**src/verilog/eth_pkg.sv**
```systemverilog
package eth_pkg;

  // --------------------------------------------------------------------------
  // widths that carry a meaning
  // --------------------------------------------------------------------------

  // host register bus
  typedef logic [15:0] host_addr_t;
  typedef logic [15:0] host_data_t;
  typedef logic [1:0]  host_sel_t;

  // counter and frame info
  typedef logic [63:0] stamp_t;
  typedef logic [11:0] frame_len_t;

  // receive slot memory
  typedef logic [31:0] slot_word_t;
  typedef logic [8:0]  slot_addr_t;
  typedef logic [3:0]  slot_be_t;
  typedef logic [3:0]  slot_status_t;

  typedef logic [7:0]  gmii_byte_t;

  typedef enum logic [2:0] {
    IDLE,
    PREAMBLE,
    DATA,
    DROP,
    DONE
  } rx_state_t;

  // --------------------------------------------------------------------------
  // constants
  // --------------------------------------------------------------------------

  localparam int SLOT_WORDS = 512;

  // region code in address bits 15:13
  localparam logic [2:0] REGION_GLOBAL = 3'd0;
  localparam logic [2:0] REGION_RX     = 3'd4;

  // 16-bit word indices inside a region
  localparam int GLB_STATUS_WORD  = 0;
  localparam int GLB_COUNTER_WORD = 2;
  localparam int RX_STAMP_WORD    = 0;
  localparam int RX_LEN_WORD      = 6;
  localparam int RX_DATA_WORD     = 8;

  // extra wait cycles on a low-half slot read
  localparam int RAM_READ_WAIT = 3;

  localparam gmii_byte_t   GMII_PREAMBLE = 8'h55;
  localparam gmii_byte_t   GMII_SFD      = 8'hD5;
  localparam slot_status_t STATUS_RESET  = 4'b0010;

endpackage

```
**src/verilog/host_regs.sv**
```systemverilog
`timescale 1ns/1ps

module host_regs import eth_pkg::*; (
  input  logic       clk_125,
  input  logic       core_rst_n,
  // host register bus
  input  logic       host_stb_i,
  input  logic       host_we_i,
  input  host_addr_t host_adr_i,
  input  host_data_t host_dat_i,
  input  host_sel_t  host_sel_i,
  output logic       host_ack_o,
  output host_data_t host_dat_o,
  // frame info from the receiver
  input  logic       frame_done_i,
  input  stamp_t     rx_stamp_i,
  input  frame_len_t rx_len_i,
  // slot memory port A
  output slot_addr_t ram_addr_o,
  output slot_word_t ram_data_o,
  output slot_be_t   ram_be_o,
  output logic       ram_we_o,
  input  slot_word_t ram_q_i,
  // status and time base
  output logic       slot_empty_o,
  output logic       rx_ready_o,
  output stamp_t     global_count_o
);

  logic [11:0]  word_idx;
  logic [1:0]   ctr_piece;
  logic [1:0]   stamp_piece;
  logic         in_global;
  logic         in_rx;
  logic         is_status;
  logic         is_counter;
  logic         is_stamp;
  logic         is_len;
  logic         is_slot;
  logic         slow_read;
  logic         start;
  logic [2:0]   rd_wait;
  slot_status_t status_q;
  stamp_t       count_q;
  stamp_t       cnt_next;
  slot_word_t   rd_word_q;
  host_data_t   rd_value;

  // --------------------------------------------------------------------------
  // address decode
  // --------------------------------------------------------------------------

  assign word_idx    = host_adr_i[12:1];
  assign ctr_piece   = word_idx[1:0] - 2'(GLB_COUNTER_WORD);
  assign stamp_piece = word_idx[1:0] - 2'(RX_STAMP_WORD);

  assign in_global = (host_adr_i[15:13] == REGION_GLOBAL);
  assign in_rx     = (host_adr_i[15:13] == REGION_RX);

  assign is_status  = in_global && (word_idx == GLB_STATUS_WORD);
  assign is_counter = in_global && ((word_idx - GLB_COUNTER_WORD) < 4);
  assign is_stamp   = in_rx && ((word_idx - RX_STAMP_WORD) < 4);
  assign is_len     = in_rx && (word_idx == RX_LEN_WORD);
  assign is_slot    = in_rx && (word_idx >= RX_DATA_WORD);

  // low half of a slot word waits on the memory
  assign slow_read = is_slot && !host_we_i && !host_adr_i[1];

  // new access when the strobe is up outside the ack cycle with no read pending
  assign start = host_stb_i && !host_ack_o && (rd_wait == '0);

  always_comb begin
    rd_value = '0;
    if (is_status) begin
      rd_value = host_data_t'(status_q);
    end else if (is_counter) begin
      rd_value = count_q[ctr_piece*16 +: 16];
    end else if (is_stamp) begin
      rd_value = rx_stamp_i[stamp_piece*16 +: 16];
    end else if (is_len) begin
      rd_value = host_data_t'(rx_len_i);
    end else if (is_slot) begin
      // high half comes from the last low-half read
      rd_value = rd_word_q[31:16];
    end
  end

  // --------------------------------------------------------------------------
  // global counter, status and handshake
  // --------------------------------------------------------------------------

  always_comb begin
    cnt_next = count_q + 64'd1;
    if (start && host_we_i && is_counter) begin
      if (host_sel_i[0]) begin
        cnt_next[ctr_piece*16 +: 8] = host_dat_i[7:0];
      end
      if (host_sel_i[1]) begin
        cnt_next[ctr_piece*16 + 8 +: 8] = host_dat_i[15:8];
      end
    end
  end

  always_ff @(posedge clk_125 or negedge core_rst_n) begin
    if (!core_rst_n) begin
      count_q    <= '0;
      status_q   <= STATUS_RESET;
      host_ack_o <= 1'b0;
      ram_we_o   <= 1'b0;
      rd_wait    <= '0;
    end else begin
      count_q <= cnt_next;

      if (start && host_we_i && is_status && host_sel_i[0]) begin
        status_q <= host_dat_i[3:0];
      end
      // frame completion beats a host write
      if (frame_done_i) begin
        status_q[1:0] <= 2'b01;
      end

      ram_we_o <= start && host_we_i && is_slot;

      if (start && slow_read) begin
        rd_wait <= 3'(RAM_READ_WAIT);
      end else if (rd_wait != '0) begin
        rd_wait <= rd_wait - 1'b1;
      end

      host_ack_o <= (start && !slow_read) || (rd_wait == 3'd1);
    end
  end

  // --------------------------------------------------------------------------
  // read data and slot port A payload
  // --------------------------------------------------------------------------

  always_ff @(posedge clk_125) begin
    if (start) begin
      host_dat_o <= rd_value;
    end else if (rd_wait == 3'd1) begin
      host_dat_o <= ram_q_i[15:0];
      rd_word_q  <= ram_q_i;
    end

    if (start && is_slot) begin
      ram_addr_o <= slot_addr_t'(host_adr_i[10:2] - slot_addr_t'(RX_DATA_WORD / 2));
      ram_data_o <= {host_dat_i, host_dat_i};
      ram_be_o   <= host_adr_i[1] ? {host_sel_i, 2'b00} : {2'b00, host_sel_i};
    end
  end

  assign slot_empty_o   = status_q[1];
  assign rx_ready_o     = status_q[0];
  assign global_count_o = count_q;

  a_ack_single_cycle : assert property (
    @(posedge clk_125) disable iff (!core_rst_n)
    host_ack_o |=> !host_ack_o
  ) else $error("host_regs: acknowledge held for two cycles");

endmodule

```
**config.mk**
```make
export PLATFORM = sky130hd
export DESIGN_NAME = host_regs
export DESIGN_NICKNAME = d
export VERILOG_FILES = /design/src/verilog/eth_pkg.sv /design/src/verilog/host_regs.sv
export SDC_FILE = /design/constraint.sdc
export NUM_CORES = 1
export LEC_CHECK = 0
export BUFFER_PORTS_ARGS = -buffer_cell sky130_fd_sc_hd__buf_2
export CAP_MARGIN = 0
export CORE_MARGIN = 1.5
export CORE_UTILIZATION = 41
export CTS_CLUSTER_DIAMETER = 40
export DETAILED_ROUTE_END_ITERATION = 6
export PLACE_DENSITY_LB_ADDON = 0.15
export SETUP_SLACK_MARGIN = 0.4
export SLEW_MARGIN = 20
export SYNTH_ARGS = -nofsm -noshare
export SYNTH_HDL_FRONTEND = slang
export SYNTH_SLANG_ARGS = --single-unit
```
**constraint.sdc**
```tcl
create_clock -name clk_125 -period 2.9 [get_ports clk_125]
set_clock_uncertainty 0.1 [all_clocks]
set_input_delay 0.145 -clock clk_125 [delete_from_list [all_inputs] [get_ports clk_125]]
set_output_delay 0.145 -clock clk_125 [all_outputs]
set_load 0.02 [all_outputs]
```
==> impl_metrics.ini <==
[sta]
fin_crit_sh = 0.842
finalMaxSlewViolations = 0
worst_slack_ns = 0.458
max-slew-margin-rel = 0.535
finalSetupViolCount = 0
timing.fmax_mhz = 410
tightest_slew_ns = 0.695
tns_ns = 0
rsz0062_at_grt = true
final.min_clock_period_ns = 2.44
hold_viol = 0

[worst_setup_path]
startpoint_type = flip-flop
arrival_ns = 2.64
critPathRequiredTime_ns = 3.10
end_kind = flip-flop
critPathKind = flip-flop to flip-flop
cp_max_fo = 8
startpoint = global_count_o[15]
r2r-start = global_count_o[15]

[status]
status = finished, final reports clean

[floorplanning]
dieArea_um2 = 20800
die_x_um = 144
io_pins = 276
rows = 51
die_height_um = 144
initial_utilization = 0.420
fp.coreArea_um2 = 19500

[finish]
final_core_util = 0.561
area_growth_pct = 33.7
drive_above_1_share = 0.372
nets = 1219

[synth]
syn-num-nets = 897
syn_avg_cell_area_um2 = 11.1
yosysWarnings = 0
synth_common_cells = nand2_1, dfrtp_1, edfxtp_1, mux2i_1, xor2_1
synth-edff-count = 61
synth_top_area_frac = 0.223
yosys.area.top_type = edfxtp_1
synth_seq_area_share = 0.446
netlist_area_um2 = 8200
synthCells = 737
synthArstFlopShare = 0.545
ys_types = 52
ys_ff_latch = 134
synth_most_common_cell = nand2_1
synthTopCellsByArea = edfxtp_1, dfrtp_1, mux4_2
synth_ff_type = dfrtp_1

[global_routing]
grt_pass1_vias = 7129
antenna_found_initial = 1
grt_pass1_wl_um = 42100
gr-total-overflow = 0
grt_max_degree = 74
grt_usage = 0.279

[power_and_ir_drop]
p_total_uw = 5670
p_per_area_nw_per_um2 = 518
leakage_uw = 0.00458
p_sw_frac = 0.274
combPwrFrac = 0.186
p_sw_uw = 1550
p_int_uw = 4120
p_clk_frac = 0.409
power_frac_seq = 0.404
vdd.ir_drop.worst_uv = 397

[clock_tree]
htreeDepth = 4
clock_latency_ns = 0.43
clk_pin_slew_ns = 0.06
cts_made_buffers = 17
cts.sinks = 134
root_buffer = clkbuf_16
cts_tree = yes
clock_tree.buffer_depth = 2

[routing]
vias = 7299
drc = 0
wl_per_cell_um = 21.7
antenna_left = 0
drtIter0Drc = 535
dr.pass1.iters = 5
viasPerCell = 5.45
totalWireLength_um = 29100

[placement]
place.port_buffers = 274
place_worst_setup_slack_ns = 0.292
dpl.hpwl_um = 21700
gp_congestion = 0.885

[run]
drv_cap = 0

[hold_path]
hold_class = input pin to flip-flop
worstHoldStart = ram_q_i[14]
[worst max-delay path, cell delays in order (launching register included)]
cell and delay (ns):
dfrtp_1 0.51, nand4_1 0.34, nor4_4 0.51, nand4_4 0.29, nor3_1 0.31, xnor2_1 0.16
mux2i_1 0.09
[what timing repair did]
item                                    in CTS  in global routing
gates resized for setup                      0                  8
setup buffers                                0                  0
endpoints found under the setup margin       0                 24
endpoints found under the hold margin      184                  0
hold buffers                                43                  0
[flip-flops by register name (all words and copies together) (netlist names)]
name            cells
ram_data_o         16
ram_we_o            1
rd_word_q          16
rd_wait             3
ram_addr_o          9
ram_be_o            4
status_q            4
host_dat_o         16
global_count_o     64
host_ack_o          1
[cell type report]
cell class	count	area, um^2
repair buffers	346	2050
flip-flops and latches	134	3660
well taps	265	332
diodes	2	5.00
clock buffers	20	447
fillers	1774	8570
clock inverters	12	175
multi-input cells	546	4240
inverters	14	52.6
[final timing paths]
kind	endpoint	slack [ns]	cells after the start
worst max register to register	global_count_o[40]	0.46	6
worst max-delay path	global_count_o[40]	0.46	6
worst min register to register	status_q[2]	0.41	1
worst min-delay path	host_dat_o[14]	0.01	3
min in group asynchronous	global_count_o[5]	0.19	3
max in group asynchronous	status_q[1]	2.16	3
[metrics by stage]
stage               hold WS, ns  cells  area, um^2
floorplan                -0.251    737        8200
global placement          0.119   1262        9860
detailed placement        0.121   1262        9860
CTS                     0.00424   1337       10900
global route             0.0148   1337       11000
finish                   0.0108   1339       11000
[metal layers]
| layer | part of all wire | GRT usage | vias to the layer above |
|---|---|---|---|
| met5 | 0 | 0 | - |
| met4 | 0.013 | 0.0766 | 0 |
| met3 | 0.076 | 0.0563 | 28 |
| met2 | 0.50 | 0.489 | 326 |
| met1 | 0.41 | 0.350 | 3589 |
| li1 | - | - | 3356 |
[power groups by stage]
stage	clock network [uW]	logic (uW)	registers, uW
final	2320	1060	2290
after global routing	2430	1150	2310
after CTS	2350	1060	2290
after detailed placement	0	1010	2330
after global placement	0	1010	2330
after floorplan	0	460	2430
[cell families after synthesis]
group                    count (synthesis)  share of synthesized area
buffers and inverters                   57                     0.0432
XOR/XNOR                                69                     0.0737
multiplexers                            85                      0.153
adder cells (fa/ha/maj)                 13                     0.0198
AND/OR/NAND/NOR                        307                      0.202
flip-flops                             134                      0.446
AO/OA/AOI/OAI                           72                     0.0617
[placed cells by master (no fill, tap or decap), types with 19 or more instances in the layout]
master	netlist	routed
and3_1	21	20
buf_2	11	274
buf_4	21	26
dfrtp_1	72	72
dlygate4sd3_1	0	43
edfxtp_1	61	61
mux2i_1	50	50
mux4_2	32	32
nand2_1	126	126
nand3_1	30	30
nand4_1	19	19
nor2_1	33	33
o21ai_0	23	23
xnor2_1	33	33
xor2_1	36	36
No activity file was read; power rests on OpenSTA's default activity.
