<file path="config.mk">
export PLATFORM = sky130hd
export DESIGN_NAME = gmii_rx_slot
export DESIGN_NICKNAME = d
export VERILOG_FILES = /design/src/verilog/eth_pkg.sv /design/src/verilog/gmii_rx_slot.sv
export SDC_FILE = /design/constraint.sdc
export NUM_CORES = 1
export LEC_CHECK = 0
export BUFFER_PORTS_ARGS = -buffer_cell sky130_fd_sc_hd__buf_2
export CAP_MARGIN = 20
export CORE_MARGIN = 2
export CORE_UTILIZATION = 45
export CTS_CLUSTER_DIAMETER = 40
export DETAILED_ROUTE_END_ITERATION = 16
export GPL_ROUTABILITY_DRIVEN = 0
export PLACE_DENSITY = 0.78
export SLEW_MARGIN = 0
export SYNTH_ARGS = -nofsm -noshare
export SYNTH_HDL_FRONTEND = slang
export SYNTH_SLANG_ARGS = --single-unit
</file>
<file path="constraint.sdc">
create_clock -name clk_125 -period 2.35 [get_ports clk_125]
set_input_delay 0.705 -clock clk_125 [delete_from_list [all_inputs] [get_ports clk_125]]
set_output_delay 0.705 -clock clk_125 [all_outputs]
set_load 0.05 [all_outputs]
</file>
<file path="src/verilog/eth_pkg.sv">
package eth_pkg;

  // --------------------------------------------------------------------------
  // widths that carry a meaning
  // --------------------------------------------------------------------------

  // host register bus
  typedef logic [15:0] host_addr_t;
  typedef logic [15:0] host_data_t;
  typedef logic [1:0]  host_sel_t;

  // counter and frame info
  typedef logic [63:0] stamp_t;
  typedef logic [11:0] frame_len_t;

  // receive slot memory
  typedef logic [31:0] slot_word_t;
  typedef logic [8:0]  slot_addr_t;
  typedef logic [3:0]  slot_be_t;
  typedef logic [3:0]  slot_status_t;

  typedef logic [7:0]  gmii_byte_t;

  typedef enum logic [2:0] {
    IDLE,
    PREAMBLE,
    DATA,
    DROP,
    DONE
  } rx_state_t;

  // --------------------------------------------------------------------------
  // constants
  // --------------------------------------------------------------------------

  localparam int SLOT_WORDS = 512;

  // region code in address bits 15:13
  localparam logic [2:0] REGION_GLOBAL = 3'd0;
  localparam logic [2:0] REGION_RX     = 3'd4;

  // 16-bit word indices inside a region
  localparam int GLB_STATUS_WORD  = 0;
  localparam int GLB_COUNTER_WORD = 2;
  localparam int RX_STAMP_WORD    = 0;
  localparam int RX_LEN_WORD      = 6;
  localparam int RX_DATA_WORD     = 8;

  // extra wait cycles on a low-half slot read
  localparam int RAM_READ_WAIT = 3;

  localparam gmii_byte_t   GMII_PREAMBLE = 8'h55;
  localparam gmii_byte_t   GMII_SFD      = 8'hD5;
  localparam slot_status_t STATUS_RESET  = 4'b0010;

endpackage

</file>
<file path="src/verilog/gmii_rx_slot.sv">
`timescale 1ns/1ps

module gmii_rx_slot import eth_pkg::*; (
  input  logic       clk_125,
  input  logic       core_rst_n,
  // GMII receive
  input  logic       gmii_rx_dv_i,
  input  gmii_byte_t gmii_rxd_i,
  // slot state and time base from the host side
  input  logic       slot_empty_i,
  input  stamp_t     global_count_i,
  // slot memory port B
  output slot_addr_t ram_addr_o,
  output slot_word_t ram_data_o,
  output slot_be_t   ram_be_o,
  output logic       ram_we_o,
  // frame result
  output logic       frame_done_o,
  output stamp_t     rx_stamp_o,
  output frame_len_t rx_len_o
);

  rx_state_t state_q;
  logic      sfd_hit;
  logic      byte_in;
  logic      start_empty_q;

  // SFD seen from idle or after preamble bytes
  assign sfd_hit = gmii_rx_dv_i && (gmii_rxd_i == GMII_SFD) &&
                   ((state_q == PREAMBLE) || ((state_q == IDLE) && slot_empty_i));

  assign byte_in = (state_q == DATA) && gmii_rx_dv_i;

  assign frame_done_o = (state_q == DONE);

  // --------------------------------------------------------------------------
  // receive FSM
  // --------------------------------------------------------------------------

  always_ff @(posedge clk_125 or negedge core_rst_n) begin
    if (!core_rst_n) begin
      state_q       <= IDLE;
      start_empty_q <= 1'b0;
    end else begin
      case (state_q)
        IDLE: begin
          if (gmii_rx_dv_i) begin
            start_empty_q <= slot_empty_i;
            if (!slot_empty_i) begin
              // slot still owned by the host
              state_q <= DROP;
            end else if (sfd_hit) begin
              state_q <= DATA;
            end else if (gmii_rxd_i == GMII_PREAMBLE) begin
              state_q <= PREAMBLE;
            end else begin
              state_q <= DROP;
            end
          end
        end
        PREAMBLE: begin
          if (!gmii_rx_dv_i) begin
            state_q <= IDLE;
          end else if (sfd_hit) begin
            state_q <= DATA;
          end else if (gmii_rxd_i != GMII_PREAMBLE) begin
            state_q <= DROP;
          end
        end
        DATA: begin
          if (!gmii_rx_dv_i) begin
            // empty frames leave the slot alone
            state_q <= (rx_len_o != '0) ? DONE : IDLE;
          end
        end
        DROP: begin
          if (!gmii_rx_dv_i) begin
            state_q <= IDLE;
          end
        end
        DONE: begin
          state_q <= IDLE;
        end
        default: begin
          state_q <= IDLE;
        end
      endcase
    end
  end

  // --------------------------------------------------------------------------
  // timestamp, length and slot writes
  // --------------------------------------------------------------------------

  always_ff @(posedge clk_125 or negedge core_rst_n) begin
    if (!core_rst_n) begin
      rx_stamp_o <= '0;
      rx_len_o   <= '0;
      ram_we_o   <= 1'b0;
    end else begin
      ram_we_o <= 1'b0;
      if (sfd_hit) begin
        rx_stamp_o <= global_count_i;
        rx_len_o   <= '0;
      end else if (byte_in) begin
        // length doubles as byte index, saturating
        if (rx_len_o != '1) begin
          rx_len_o <= rx_len_o + 1'b1;
        end
        if (rx_len_o < SLOT_WORDS * 4) begin
          ram_we_o <= 1'b1;
        end
      end
    end
  end

  always_ff @(posedge clk_125) begin
    if (byte_in) begin
      ram_addr_o <= rx_len_o[10:2];
      ram_data_o <= {4{gmii_rxd_i}};
      ram_be_o   <= slot_be_t'(1) << rx_len_o[1:0];
    end
  end

  // a completed frame must have begun while the slot was free
  a_done_only_when_empty : assert property (
    @(posedge clk_125) disable iff (!core_rst_n)
    frame_done_o |-> start_empty_q
  ) else $error("gmii_rx_slot: frame_done for a frame taken into a full slot");

endmodule

</file>
==> key figures, run 1 <==
Final layout
  – Fraction of layout cells with a size suffix above 1: 39.26%
  – Ant. Diodes: 0
  – Final Non-Filler Cells: 707
  – Layout net count: 669
  – Most frequent cells in the layout: nand2_1, buf_2, dfrtp_1
  – Multi-input gate area: 1252 sq um
  – Fillcell total: 823
  – Final Util: 58.20%
  – Leading cell type in the layout, fill and taps excluded: nand2_1
  – Register area: 2633 sq um
  – Area Overhead vs Synth: 27.16%

STA
  – Setup TNS: 0 ps
  – Hold Worst Slack: 311.3 ps
  – Fmax: 486.4 MHz
  – Max-slew headroom at the worst pin: 66.33%
  – Final Max Slew Viols: 0
  – Final hold vios: 0
  – Final setup margin: 294.3 ps
  – Final min period: 2056 ps
  – Worst-Margin Slew: 505.1 ps
  – Period utilisation layout: 87.48%
  – RSZ-0062 raised after global routing: no
  – Skew final: 19.65 ps
  – Final setup violation count: 0

GRT
  – Vias in the first global route: 3067
  – Largest net degree at the start of global routing: 44
  – Global route overflow: 0
  – Initial antenna violation count: 0
  – Total GRT Usage: 17.69%
  – Global-route wire length before repair: 14270 um

Critical path
  – Crit end category: output pin
  – Crit path kind: reg2out
  – Startpoint Class: register
  – Delay of the slowest cell on the worst path: 440 ps
  – Slowest cell on crit path: dfrtp_1
  – R2R Setup Slk: 430 ps
  – Peak fanout along the critical path: 5
  – WP data required: 1640 ps
  – Cell Chain, Critical Path: nor3b_1 -> buf_2
  – Arr. time, crit path: 1350 ps

Route
  – First drt pass iteration count: 4
  – # DRC: 0
  – Wirelength per Cell: 12.86 um
  – Routed WL: 9091 um
  – Initial DRC count: 89
  – Final ANT Viol Nets: 0
  – Drt via density: 4.785
  – Via count: 3383

Placed design
  – Pre-CTS setup slack: 283.2 ps
  – Port bufs: 198
  – Placed Cells: 691
  – Post-DP HPWL: 6686 um

Die
  – Die ar.: 10050 sq um
  – Core footprint: 9109 sq um
  – Initial Utilization: 45.77%
  – Ports: 199
  – Die width: 100.3 um
  – Die height: 100.3 um
  – Cell row count: 35

Clocking
  – TritonCTS clock tree: done
  – Cts bufs inserted: 9
  – Root buf cell: clkbuf_8
  – Clock slew at reported path FFs: 100 ps
  – Post-CTS Setup Bufs: 0
  – Hold_buf cts: 0
  – CTS Sinks: 101
  – Maximum root-to-sink buffer count: 2
  – Skew-Pair Late Insertion Delay: 350 ps
  – Cts repair resizes: 0
  – CTS H-tree depth: 3

Flow run
  – Max-Cap Viols: 0

Yosys
  – Post-Syn Area: 4169 sq um
  – Main synth FF type: dfrtp_1
  – Seq cells post-synth: 101
  – Seq/Total Area, Yosys: 63.15%
  – Asr flop ratio synth: 79.21%
  – Synth warnings: 0
  – Synth Instances: 414
  – EDFF count, synth: 21
  – Synth cell types: 40
  – Net Count, Synth: 492
  – Avg Inst Size Synth: 10.07 sq um

Pwr
  – Power Density: 727.5 nW/um^2
  – Peak VDD IR: 0.3467 mV
  – Leak: 3.056 nW

Min path
  – Path category of the worst min-delay check: in2async

Outcome
  – Status: completed
==> cell type report <==
class / instances / area share (%)
Tap cell: 111 / 2.620
Sequential cell: 101 / 49.66
Timing Repair Buffer: 205 / 19.97
Multi-Input combinational cell: 269 / 23.63
Clock inverter: 4 / 0.5664
Inverter: 5 / 0.4484
Clock buffer: 12 / 3.115
==> worst max-delay path, delay by kind of cell (launching register included) <==
family	cells	cell delay (ps)
flops	1	440
buf+inv	1	320
simple gates	1	250
==> path summary, 6_finish.rpt <==
kind                                startpoint             end  cells after the start
worst min-delay path                core_rst_n     rx_len_o[7]                      1
worst max register to register     rx_len_o[0]     rx_len_o[1]                      5
min in group clk_125            rx_stamp_o[52]  rx_stamp_o[52]                      2
max in group asynchronous           core_rst_n  rx_stamp_o[44]                      2
worst min register to register  rx_stamp_o[52]  rx_stamp_o[52]                      2
worst max-delay path                state_q[2]    frame_done_o                      2
==> cell families (layout without fill, tap and decap cells) <==
kind of cell / count (synthesis) / count (layout) / synth area share (%)
adders and majority gates: 2 / 2 / 0.6001
AOI/OAI and AO/OA: 14 / 14 / 2.191
DFF: 101 / 101 / 63.15
buffers and inverters: 44 / 226 / 6.843
and+or+nand+nor: 247 / 247 / 25.75
muxes: 6 / 6 / 1.471
==> state kept, by name (all words and copies together) (netlist names) <==
signal and flops:
ram_addr_o 9, ram_be_o 4, ram_data_o 8, ram_we_o 1, rx_len_o 12, rx_stamp_o 64
state_q 3
==> synthesized netlist by cell type (2+ instances only) <==
cell type  count  area (sq um)
clkbuf_1       8         30.03
and3_1         2         12.51
buf_4         28         210.2
buf_2          2         10.01
o21ai_0        3         15.01
and4_1         3         26.28
o31ai_1        2         15.01
mux2i_1        5         50.05
nor2_1         9         33.78
nand2b_4       2         27.53
nand2_1      201         754.5
nand4_1        5         31.28
inv_1          4         15.01
a21oi_1        4         20.02
nor4_1         3         18.77
edfxtp_1      21         630.6
or3_1          3         18.77
and4bb_2       2         25.02
nor3_1         2         10.01
nor3b_1        2         15.01
nand3_1        4         20.02
dfrtp_1       80          2002
ha_1           2         25.02
==> stage by stage <==
stage,cell area [sq um],power [mW]
floorplan,4169,2.597
global placement,5106,2.830
detailed placement,5106,2.845
CTS,5301,3.901
global route,5301,4.033
finish,5301,3.857
==> where the power goes <==
part | internal, mW | switching, mW
Combinational | 0.206 | 0.578
Clock | 0.475 | 0.577
Sequential | 1.90 | 0.117
==> routing by layer <==
layer  part of all wire, %  track usage (%)  vias to the layer above
li1                      -                -                     1662
met1                    41            21.36                     1579
met2                    50            30.36                      134
met3                   7.1            5.292                        8
met4                  0.96            5.796                        0
met5                     0                0                        -
(Power assumes the default switching activity.)
==> run 2, diff against run 1 <==
--- a/config.mk
+++ b/config.mk
@@ -5,6 +5,7 @@
 export SDC_FILE = /design/constraint.sdc
 export NUM_CORES = 1
 export LEC_CHECK = 0
+export ABC_AREA = 1
 export BUFFER_PORTS_ARGS = -buffer_cell sky130_fd_sc_hd__buf_2
 export CAP_MARGIN = 20
 export CORE_MARGIN = 2
@@ -12,7 +13,7 @@
 export CTS_CLUSTER_DIAMETER = 40
 export DETAILED_ROUTE_END_ITERATION = 16
 export GPL_ROUTABILITY_DRIVEN = 0
-export PLACE_DENSITY = 0.78
+export PLACE_DENSITY = 0.77
 export SLEW_MARGIN = 0
 export SYNTH_ARGS = -nofsm -noshare
 export SYNTH_HDL_FRONTEND = slang
==> run 2 against run 1 <==
Sequential power is 7% higher. Critical path type unchanged. Largest power group unchanged. Fmax is 3.8% lower. Count of clock-buffer cells in the layout is 1 lower. Worst setup slack worse by 80 ps. Flip-flop and latch count stayed put. Area after synthesis is 5.5% higher.
==> key figures, run 2 <==
Pwr
  – Leak: 3.278 nW (+7.3%)
  – Peak VDD IR: 0.3685 mV (+6.3%)
  – Power Density: 858.7 nW/um^2 (+18%)

Route
  – Wirelength per Cell: 12.78 um (-0.59%)
  – Drt via density: 4.712 (-1.5%)
  – Initial DRC count: 131 (+47%)
  – Routed WL: 10420 um (+15%)
  – Via count: 3840 (+14%)
  – First drt pass iteration count: 4 (unchanged)
  – # DRC: 0 (unchanged)
  – Final ANT Viol Nets: 0 (unchanged)

Clocking
  – Root buf cell: clkbuf_8
  – Post-CTS Setup Bufs: 0 (unchanged)
  – Maximum root-to-sink buffer count: 2 (unchanged)
  – Cts repair resizes: 0 (unchanged)
  – Clock slew at reported path FFs: 90 ps (about the same)
  – Cts bufs inserted: 9 (unchanged)
  – CTS H-tree depth: 3 (unchanged)
  – Hold_buf cts: 0 (unchanged)
  – TritonCTS clock tree: done
  – CTS Sinks: 101 (unchanged)
  – Skew-Pair Late Insertion Delay: 370 ps (+20 ps)

STA
  – Max-slew headroom at the worst pin: 68.96% (+2.6 points)
  – RSZ-0062 raised after global routing: no
  – Final Max Slew Viols: 0 (unchanged)
  – Final min period: 2136 ps (+80.25 ps)
  – Period utilisation layout: 90.89% (+3.4 points)
  – Skew final: 9.409 ps (-10.24 ps)
  – Setup TNS: 0 ps (unchanged)
  – Fmax: 468.2 MHz (-3.8%)
  – Worst-Margin Slew: 465.6 ps (-39.48 ps)
  – Final hold vios: 0 (unchanged)
  – Final setup violation count: 0 (unchanged)

Critical path
  – Cell Chain, Critical Path: nor3_1 -> buf_2
  – Crit Reg-Reg Endpoint: rx_len_o[11]
  – Peak fanout along the critical path: 7 (+2)
  – Delay of the slowest cell on the worst path: 480 ps (+40 ps)
  – Arr. time, crit path: 1430 ps (+80 ps)
  – Slowest cell on crit path: dfrtp_1
  – Startpoint Class: register
  – Reg2reg start: rx_len_o[0]
  – R2R Setup Slk: 310 ps (-120 ps)
  – Crit end category: output pin
  – Crit path kind: reg2out
  – WP data required: 1640 ps (about the same)
  – Worst Reg-to-Reg Cells: 8 (+3)

Die
  – Ports: 199 (unchanged)
  – Die ar.: 10580 sq um (+5.3%)
  – Die width: 102.9 um (+2.6%)
  – Initial Utilization: 45.63% (-0.14 points)
  – Die height: 102.9 um (+2.6%)
  – Cell row count: 36 (+2.9%)
  – Core footprint: 9639 sq um (+5.8%)

Yosys
  – Main synth FF type: dfrtp_1
  – Post-Syn Area: 4398 sq um (+5.5%)
  – Asr flop ratio synth: 79.21% (unchanged)
  – Synth top area cells: dfrtp_1, nand2_1, edfxtp_1, buf_4, nand3_1
  – Most instantiated library cell after synthesis: nand2_1
  – Synth warnings: 0 (unchanged)
  – Synth cell types: 24 (-40%)
  – Area leader, netlist: dfrtp_1
  – Seq cells post-synth: 101 (unchanged)
  – Commonest cells in the netlist: nand2_1, dfrtp_1, nor2_1
  – Synth Instances: 504 (+22%)
  – Avg Inst Size Synth: 8.726 sq um (-13%)
  – EDFF count, synth: 21 (unchanged)
  – Net Count, Synth: 582 (+18%)
  – Area share of the largest cell type after synthesis: 45.52% (-2.5 points)
  – Seq/Total Area, Yosys: 59.86% (-3.3 points)

Outcome
  – Status: completed

Final layout
  – Max reg flops: 64 (unchanged)
  – Fillcell total: 905 (+10%)
  – Ant. Diodes: 0 (unchanged)
  – Layout net count: 755 (+13%)
  – Largest Register: rx_stamp_o
  – Final Util: 57.48% (-0.72 points)
  – Leading cell type in the layout, fill and taps excluded: nand2_1
  – Register area: 2633 sq um (unchanged)
  – Most frequent cells in the layout: nand2_1, buf_2, dfrtp_1
  – Multi-input gate area: 1388 sq um (+11%)
  – Fraction of layout cells with a size suffix above 1: 32.84% (-6.4 points)
  – Top Registers: rx_stamp_o (64), rx_len_o (12), ram_addr_o (9)
  – Area Overhead vs Synth: 25.97%

GRT
  – Total GRT Usage: 19.77% (+2.1 points)
  – Initial antenna violation count: 1 (+1)
  – Global-route wire length before repair: 16110 um (+13%)
  – Vias in the first global route: 3490 (+14%)
  – Global route overflow: 0 (unchanged)
  – Largest net degree at the start of global routing: 71 (+61%)

Min path
  – Path category of the worst min-delay check: in2async

Placed design
  – Port bufs: 198 (unchanged)
  – Post-DP HPWL: 7653 um (+14%)

Flow run
  – Max-Cap Viols: 0 (unchanged)
==> run 2: cell type report <==
class,instances,area share (%)
flip-flops and latches,101,47.52
inverters,26,1.762
multi-input cells,335,25.05
clock buffers,11,2.371
clock inverters,5,1.107
well taps,133,3.004
repair buffers,204,19.20
==> run 2: worst max-delay path by stage <==
stage | start | to | slack (ps) | cells after the start
3_5_place_dp | gmii_rxd_i[3] | rx_len_o[3] | 280 | 10
3_3_place_gp | gmii_rxd_i[3] | rx_len_o[2] | 290 | 10
5_1_grt | state_q[0] | frame_done_o | 130 | 2
6_report | state_q[0] | frame_done_o | 210 | 2
2_1_floorplan | state_q[0] | frame_done_o | 110 | 1
4_1_cts | state_q[0] | frame_done_o | 170 | 2
==> run 2: report_power, final <==
part,switching (mW),internal [mW]
clock network,0.587,0.497
logic,1.17,0.343
registers,0.169,1.99
total,1.92,2.83
==> run 2: through the flow <==
stage | instance area (sq um) | setup slack, ps | std cells | total power, mW | hold slack [ps]
finish | 5540 | 214.0 | 815 | 4.757 | 282.3
global route | 5540 | 131.3 | 815 | 5.004 | 306.8
CTS | 5540 | 165.9 | 815 | 4.795 | 284.5
detailed placement | 5348 | 275.4 | 799 | 3.717 | 455.9
global placement | 5348 | 294.5 | 799 | 3.688 | 450.0
floorplan | 4398 | 106.4 | 504 | 3.383 | 409.4
==> run 2: logic make-up after synthesis <==
logic type | Yosys count | synth area share, %
AOI/OAI and AO/OA | 7 | 1.053
xor gates and xnor gates | 4 | 0.7967
adders and majority gates | 2 | 0.5689
buffers and inverters | 68 | 8.706
DFF | 101 | 59.86
and+or+nand+nor | 322 | 29.02
==> run 2: per-layer routing <==
metal	share of wire, %	routed length (um)	GRT usage (%)	vias to the layer above
li1	-	-	-	1887
met1	41	4264	24.69	1748
met2	48	4967	32.18	189
met3	9.9	1031	6.847	14
met4	1.4	141	7.085	2
met5	0.12	13	0	-
==> run 2: worst max-delay path: cells and delay by family (launching register included) <==
kind | cells | cell delay [ps]
and+or+nand+nor | 1 | 270
DFF | 1 | 480
buffers and inverters | 1 | 320
==> run 3, diff against run 2 <==
==> constraint.sdc (replaced) <==
create_clock -name clk_125 -period 2.35 [get_ports clk_125]
set_input_delay 0.3525 -clock clk_125 [delete_from_list [all_inputs] [get_ports clk_125]]
set_output_delay 0.3525 -clock clk_125 [all_outputs]
set_load 0.05 [all_outputs]
==> run 3 against run 2 <==
Sequential share of layout area fell by 0.11 points. Global-route usage rose by 0.34 points. Fmax rose by 17%. Critical endpoint is now rx_len_o[11]. Largest cell class unchanged. Largest power group unchanged. Highest routed layer is now met4.
==> key figures, run 3 (same netlist as run 2, synthesis figures left out) <==
Critical path
  – Startpoint Class: register
  – Arr. time, crit path: 2060 ps (+630 ps)
  – WP data required: 2600 ps (+960 ps)
  – Slowest cell on crit path: dfrtp_1
  – Top cell by count, worst path: nand2_1
  – Delay of the slowest cell on the worst path: 550 ps (+70 ps)
  – WP depth: 8 (+6)
  – Cell Chain, Critical Path: ha_1 -> nand2_1 -> nor2_1 -> nand4_1 -> nand2_1 -> nand2_1 -> nand2_1 -> nand2_1
  – Worst Reg-to-Reg Cells: 8 (unchanged)
  – R2R Setup Slk: 530 ps (+220 ps)
  – Crit path kind: reg2reg
  – Crit end category: register
  – Reg2reg start: rx_len_o[0]
  – WP buf/inv: 0 (-1)
  – Delay-heaviest family, CP: simple AND/OR/NAND/NOR gates
  – Peak fanout along the critical path: 10 (+3)
  – Crit Reg-Reg Endpoint: rx_len_o[11]

Die
  – Ports: 199 (unchanged)
  – Die height: 102.9 um (unchanged)
  – Die ar.: 10580 sq um (unchanged)
  – Initial Utilization: 45.63% (unchanged)
  – Die width: 102.9 um (unchanged)
  – Core footprint: 9639 sq um (unchanged)
  – Cell row count: 36 (unchanged)

GRT
  – Vias in the first global route: 3583 (+2.7%)
  – Total GRT Usage: 20.10% (+0.34 points)
  – Largest net degree at the start of global routing: 51 (-28%)
  – Global-route wire length before repair: 16390 um (+1.8%)
  – Initial antenna violation count: 0 (-1)
  – Global route overflow: 0 (unchanged)

Pwr
  – Comb power frac: 32.2% (+0.5 points)
  – Net Sw Frac: 39.97% (-0.46 points)
  – Peak VDD IR: 0.3981 mV (+8.0%)
  – Net Switching: 1.896 mW (-1.4%)
  – Power share of the clock group: 22.2% (-0.6 points)
  – Internal: 2.848 mW (+0.50%)
  – Power Density: 854.4 nW/um^2 (-0.49%)
  – Sequential power share: 45.6% (about the same)
  – Leak: 3.285 nW (+0.20%)

Placed design
  – Port bufs: 198 (unchanged)
  – Post-DP HPWL: 7917 um (+3.4%)

Final layout
  – Multi-input gate area: 1388 sq um (unchanged)
  – Leading cell type in the layout, fill and taps excluded: nand2_1
  – Area Overhead vs Synth: 26.26%
  – Fraction of layout cells with a size suffix above 1: 32.65% (-0.19 points)
  – Register area: 2633 sq um (unchanged)
  – Max reg flops: 64 (unchanged)
  – Fillcell total: 883 (-2.4%)
  – Final Util: 57.61% (+0.13 points)
  – Largest Register: rx_stamp_o
  – Ant. Diodes: 0 (unchanged)
  – Top Registers: rx_stamp_o (64), rx_len_o (12), ram_addr_o (9)
  – Most frequent cells in the layout: nand2_1, buf_2, dfrtp_1
  – Layout net count: 757 (+0.26%)

STA
  – Setup TNS: 0 ps (unchanged)
  – Max-slew headroom at the worst pin: 71.22% (+2.3 points)
  – Fmax: 549.9 MHz (+17%)
  – Worst-Margin Slew: 431.7 ps (-33.93 ps)
  – Skew final: 8.039 ps (-1.370 ps)
  – Final min period: 1819 ps (-317.4 ps)
  – RSZ-0062 raised after global routing: no
  – Final hold vios: 0 (unchanged)
  – Period utilisation layout: 77.38% (-14 points)
  – Final Max Slew Viols: 0 (unchanged)
  – Final setup violation count: 0 (unchanged)

Clocking
  – TritonCTS clock tree: done
  – Maximum root-to-sink buffer count: 2 (unchanged)
  – Clock slew at reported path FFs: 90 ps (about the same)
  – Skew-Pair Late Insertion Delay: 360 ps (about the same)
  – CTS H-tree depth: 3 (unchanged)
  – Post-CTS Setup Bufs: 0 (unchanged)
  – CTS Sinks: 101 (unchanged)
  – Root buf cell: clkbuf_8
  – Cts bufs inserted: 9 (unchanged)

Route
  – Wirelength per Cell: 13.10 um (+2.5%)
  – Drt via density: 4.756 (+0.94%)
  – Initial DRC count: 123 (-6.1%)
  – Via count: 3881 (+1.1%)
  – First drt pass iteration count: 4 (unchanged)
  – Final ANT Viol Nets: 0 (unchanged)
  – # DRC: 0 (unchanged)
  – Routed WL: 10690 um (+2.6%)

Min path
  – Hold path depth: 1
  – Worst Hold End: ram_data_o[27]
  – Hold Startpoint: gmii_rxd_i[3]
  – Path category of the worst min-delay check: in2reg

Outcome
  – Status: completed

Flow run
  – Max-Cap Viols: 0 (unchanged)
-- run 3: cell count changes in the layout (fill, tap and decap cells not counted), sizes merged --
cell | previous run | this run
bufinv | 1 | 0
dlygate4sd3 | 0 | 1
buf | 204 | 205
clkinv | 4 | 0
clkbuf | 11 | 15
-- run 3: stage by stage --
| step | total power, mW | setup WS, ps | cells | hold WS, ps | instance area (sq um) |
|---|---|---|---|---|---|
| 2_1_floorplan | 3.383 | 458.9 | 504 | 56.91 | 4398 |
| 3_3_place_gp | 3.690 | 596.2 | 800 | 313.0 | 5355 |
| 3_5_place_dp | 3.728 | 508.9 | 800 | 323.4 | 5355 |
| 4_1_cts | 4.777 | 503.8 | 816 | 167.3 | 5553 |
| 5_1_grt | 4.979 | 382.5 | 816 | 169.8 | 5553 |
| 6_report | 4.745 | 531.5 | 816 | 186.0 | 5553 |
-- run 3: final cells by class --
type | count | area share [%]
timing repair buffer | 206 | 19.47
sequential | 101 | 47.41
inverter | 26 | 1.758
tap | 133 | 2.997
multi-input combinational | 335 | 24.99
clock buffer | 15 | 3.380
-- run 3: power by group through the flow --
stage	clock [mW]	sequential [mW]	combinational (mW)
floorplan	0	2.67	0.708
global placement	0	2.19	1.50
detailed placement	0	2.20	1.53
CTS	1.08	2.16	1.54
global route	1.15	2.19	1.64
finish	1.05	2.16	1.53
-- run 3: worst reg2reg max path: stages (launching register included) --
cell and delay, ps:
dfrtp_1 550, ha_1 360, nand2_1 100, nor2_1 100, nand4_1 80, nand2_1 140, nand2_1 190, nand2_1 120
nand2_1 60
-- run 3: repair_timing --
action,4_1_cts,5_1_grt
endpoints found under the hold margin,30,0
gates resized for setup,0,0
hold buffers,1,0
-- run 3: worst max path at each step --
stage	from	endpoint	slack (ps)
floorplan	state_q[0]	frame_done_o	460
global placement	gmii_rxd_i[3]	rx_stamp_o[60]	600
detailed placement	gmii_rxd_i[3]	rx_len_o[3]	510
CTS	state_q[0]	frame_done_o	500
global route	rx_len_o[0]	rx_len_o[3]	380
finish	rx_len_o[0]	rx_len_o[11]	530
-- run 3: metal layers --
layer	routed length (um)	up-vias	global-route usage, %
li1	-	1880	-
met1	4269	1774	24.72
met2	5185	206	32.88
met3	1005	21	5.695
met4	229	0	9.615
met5	0	-	0
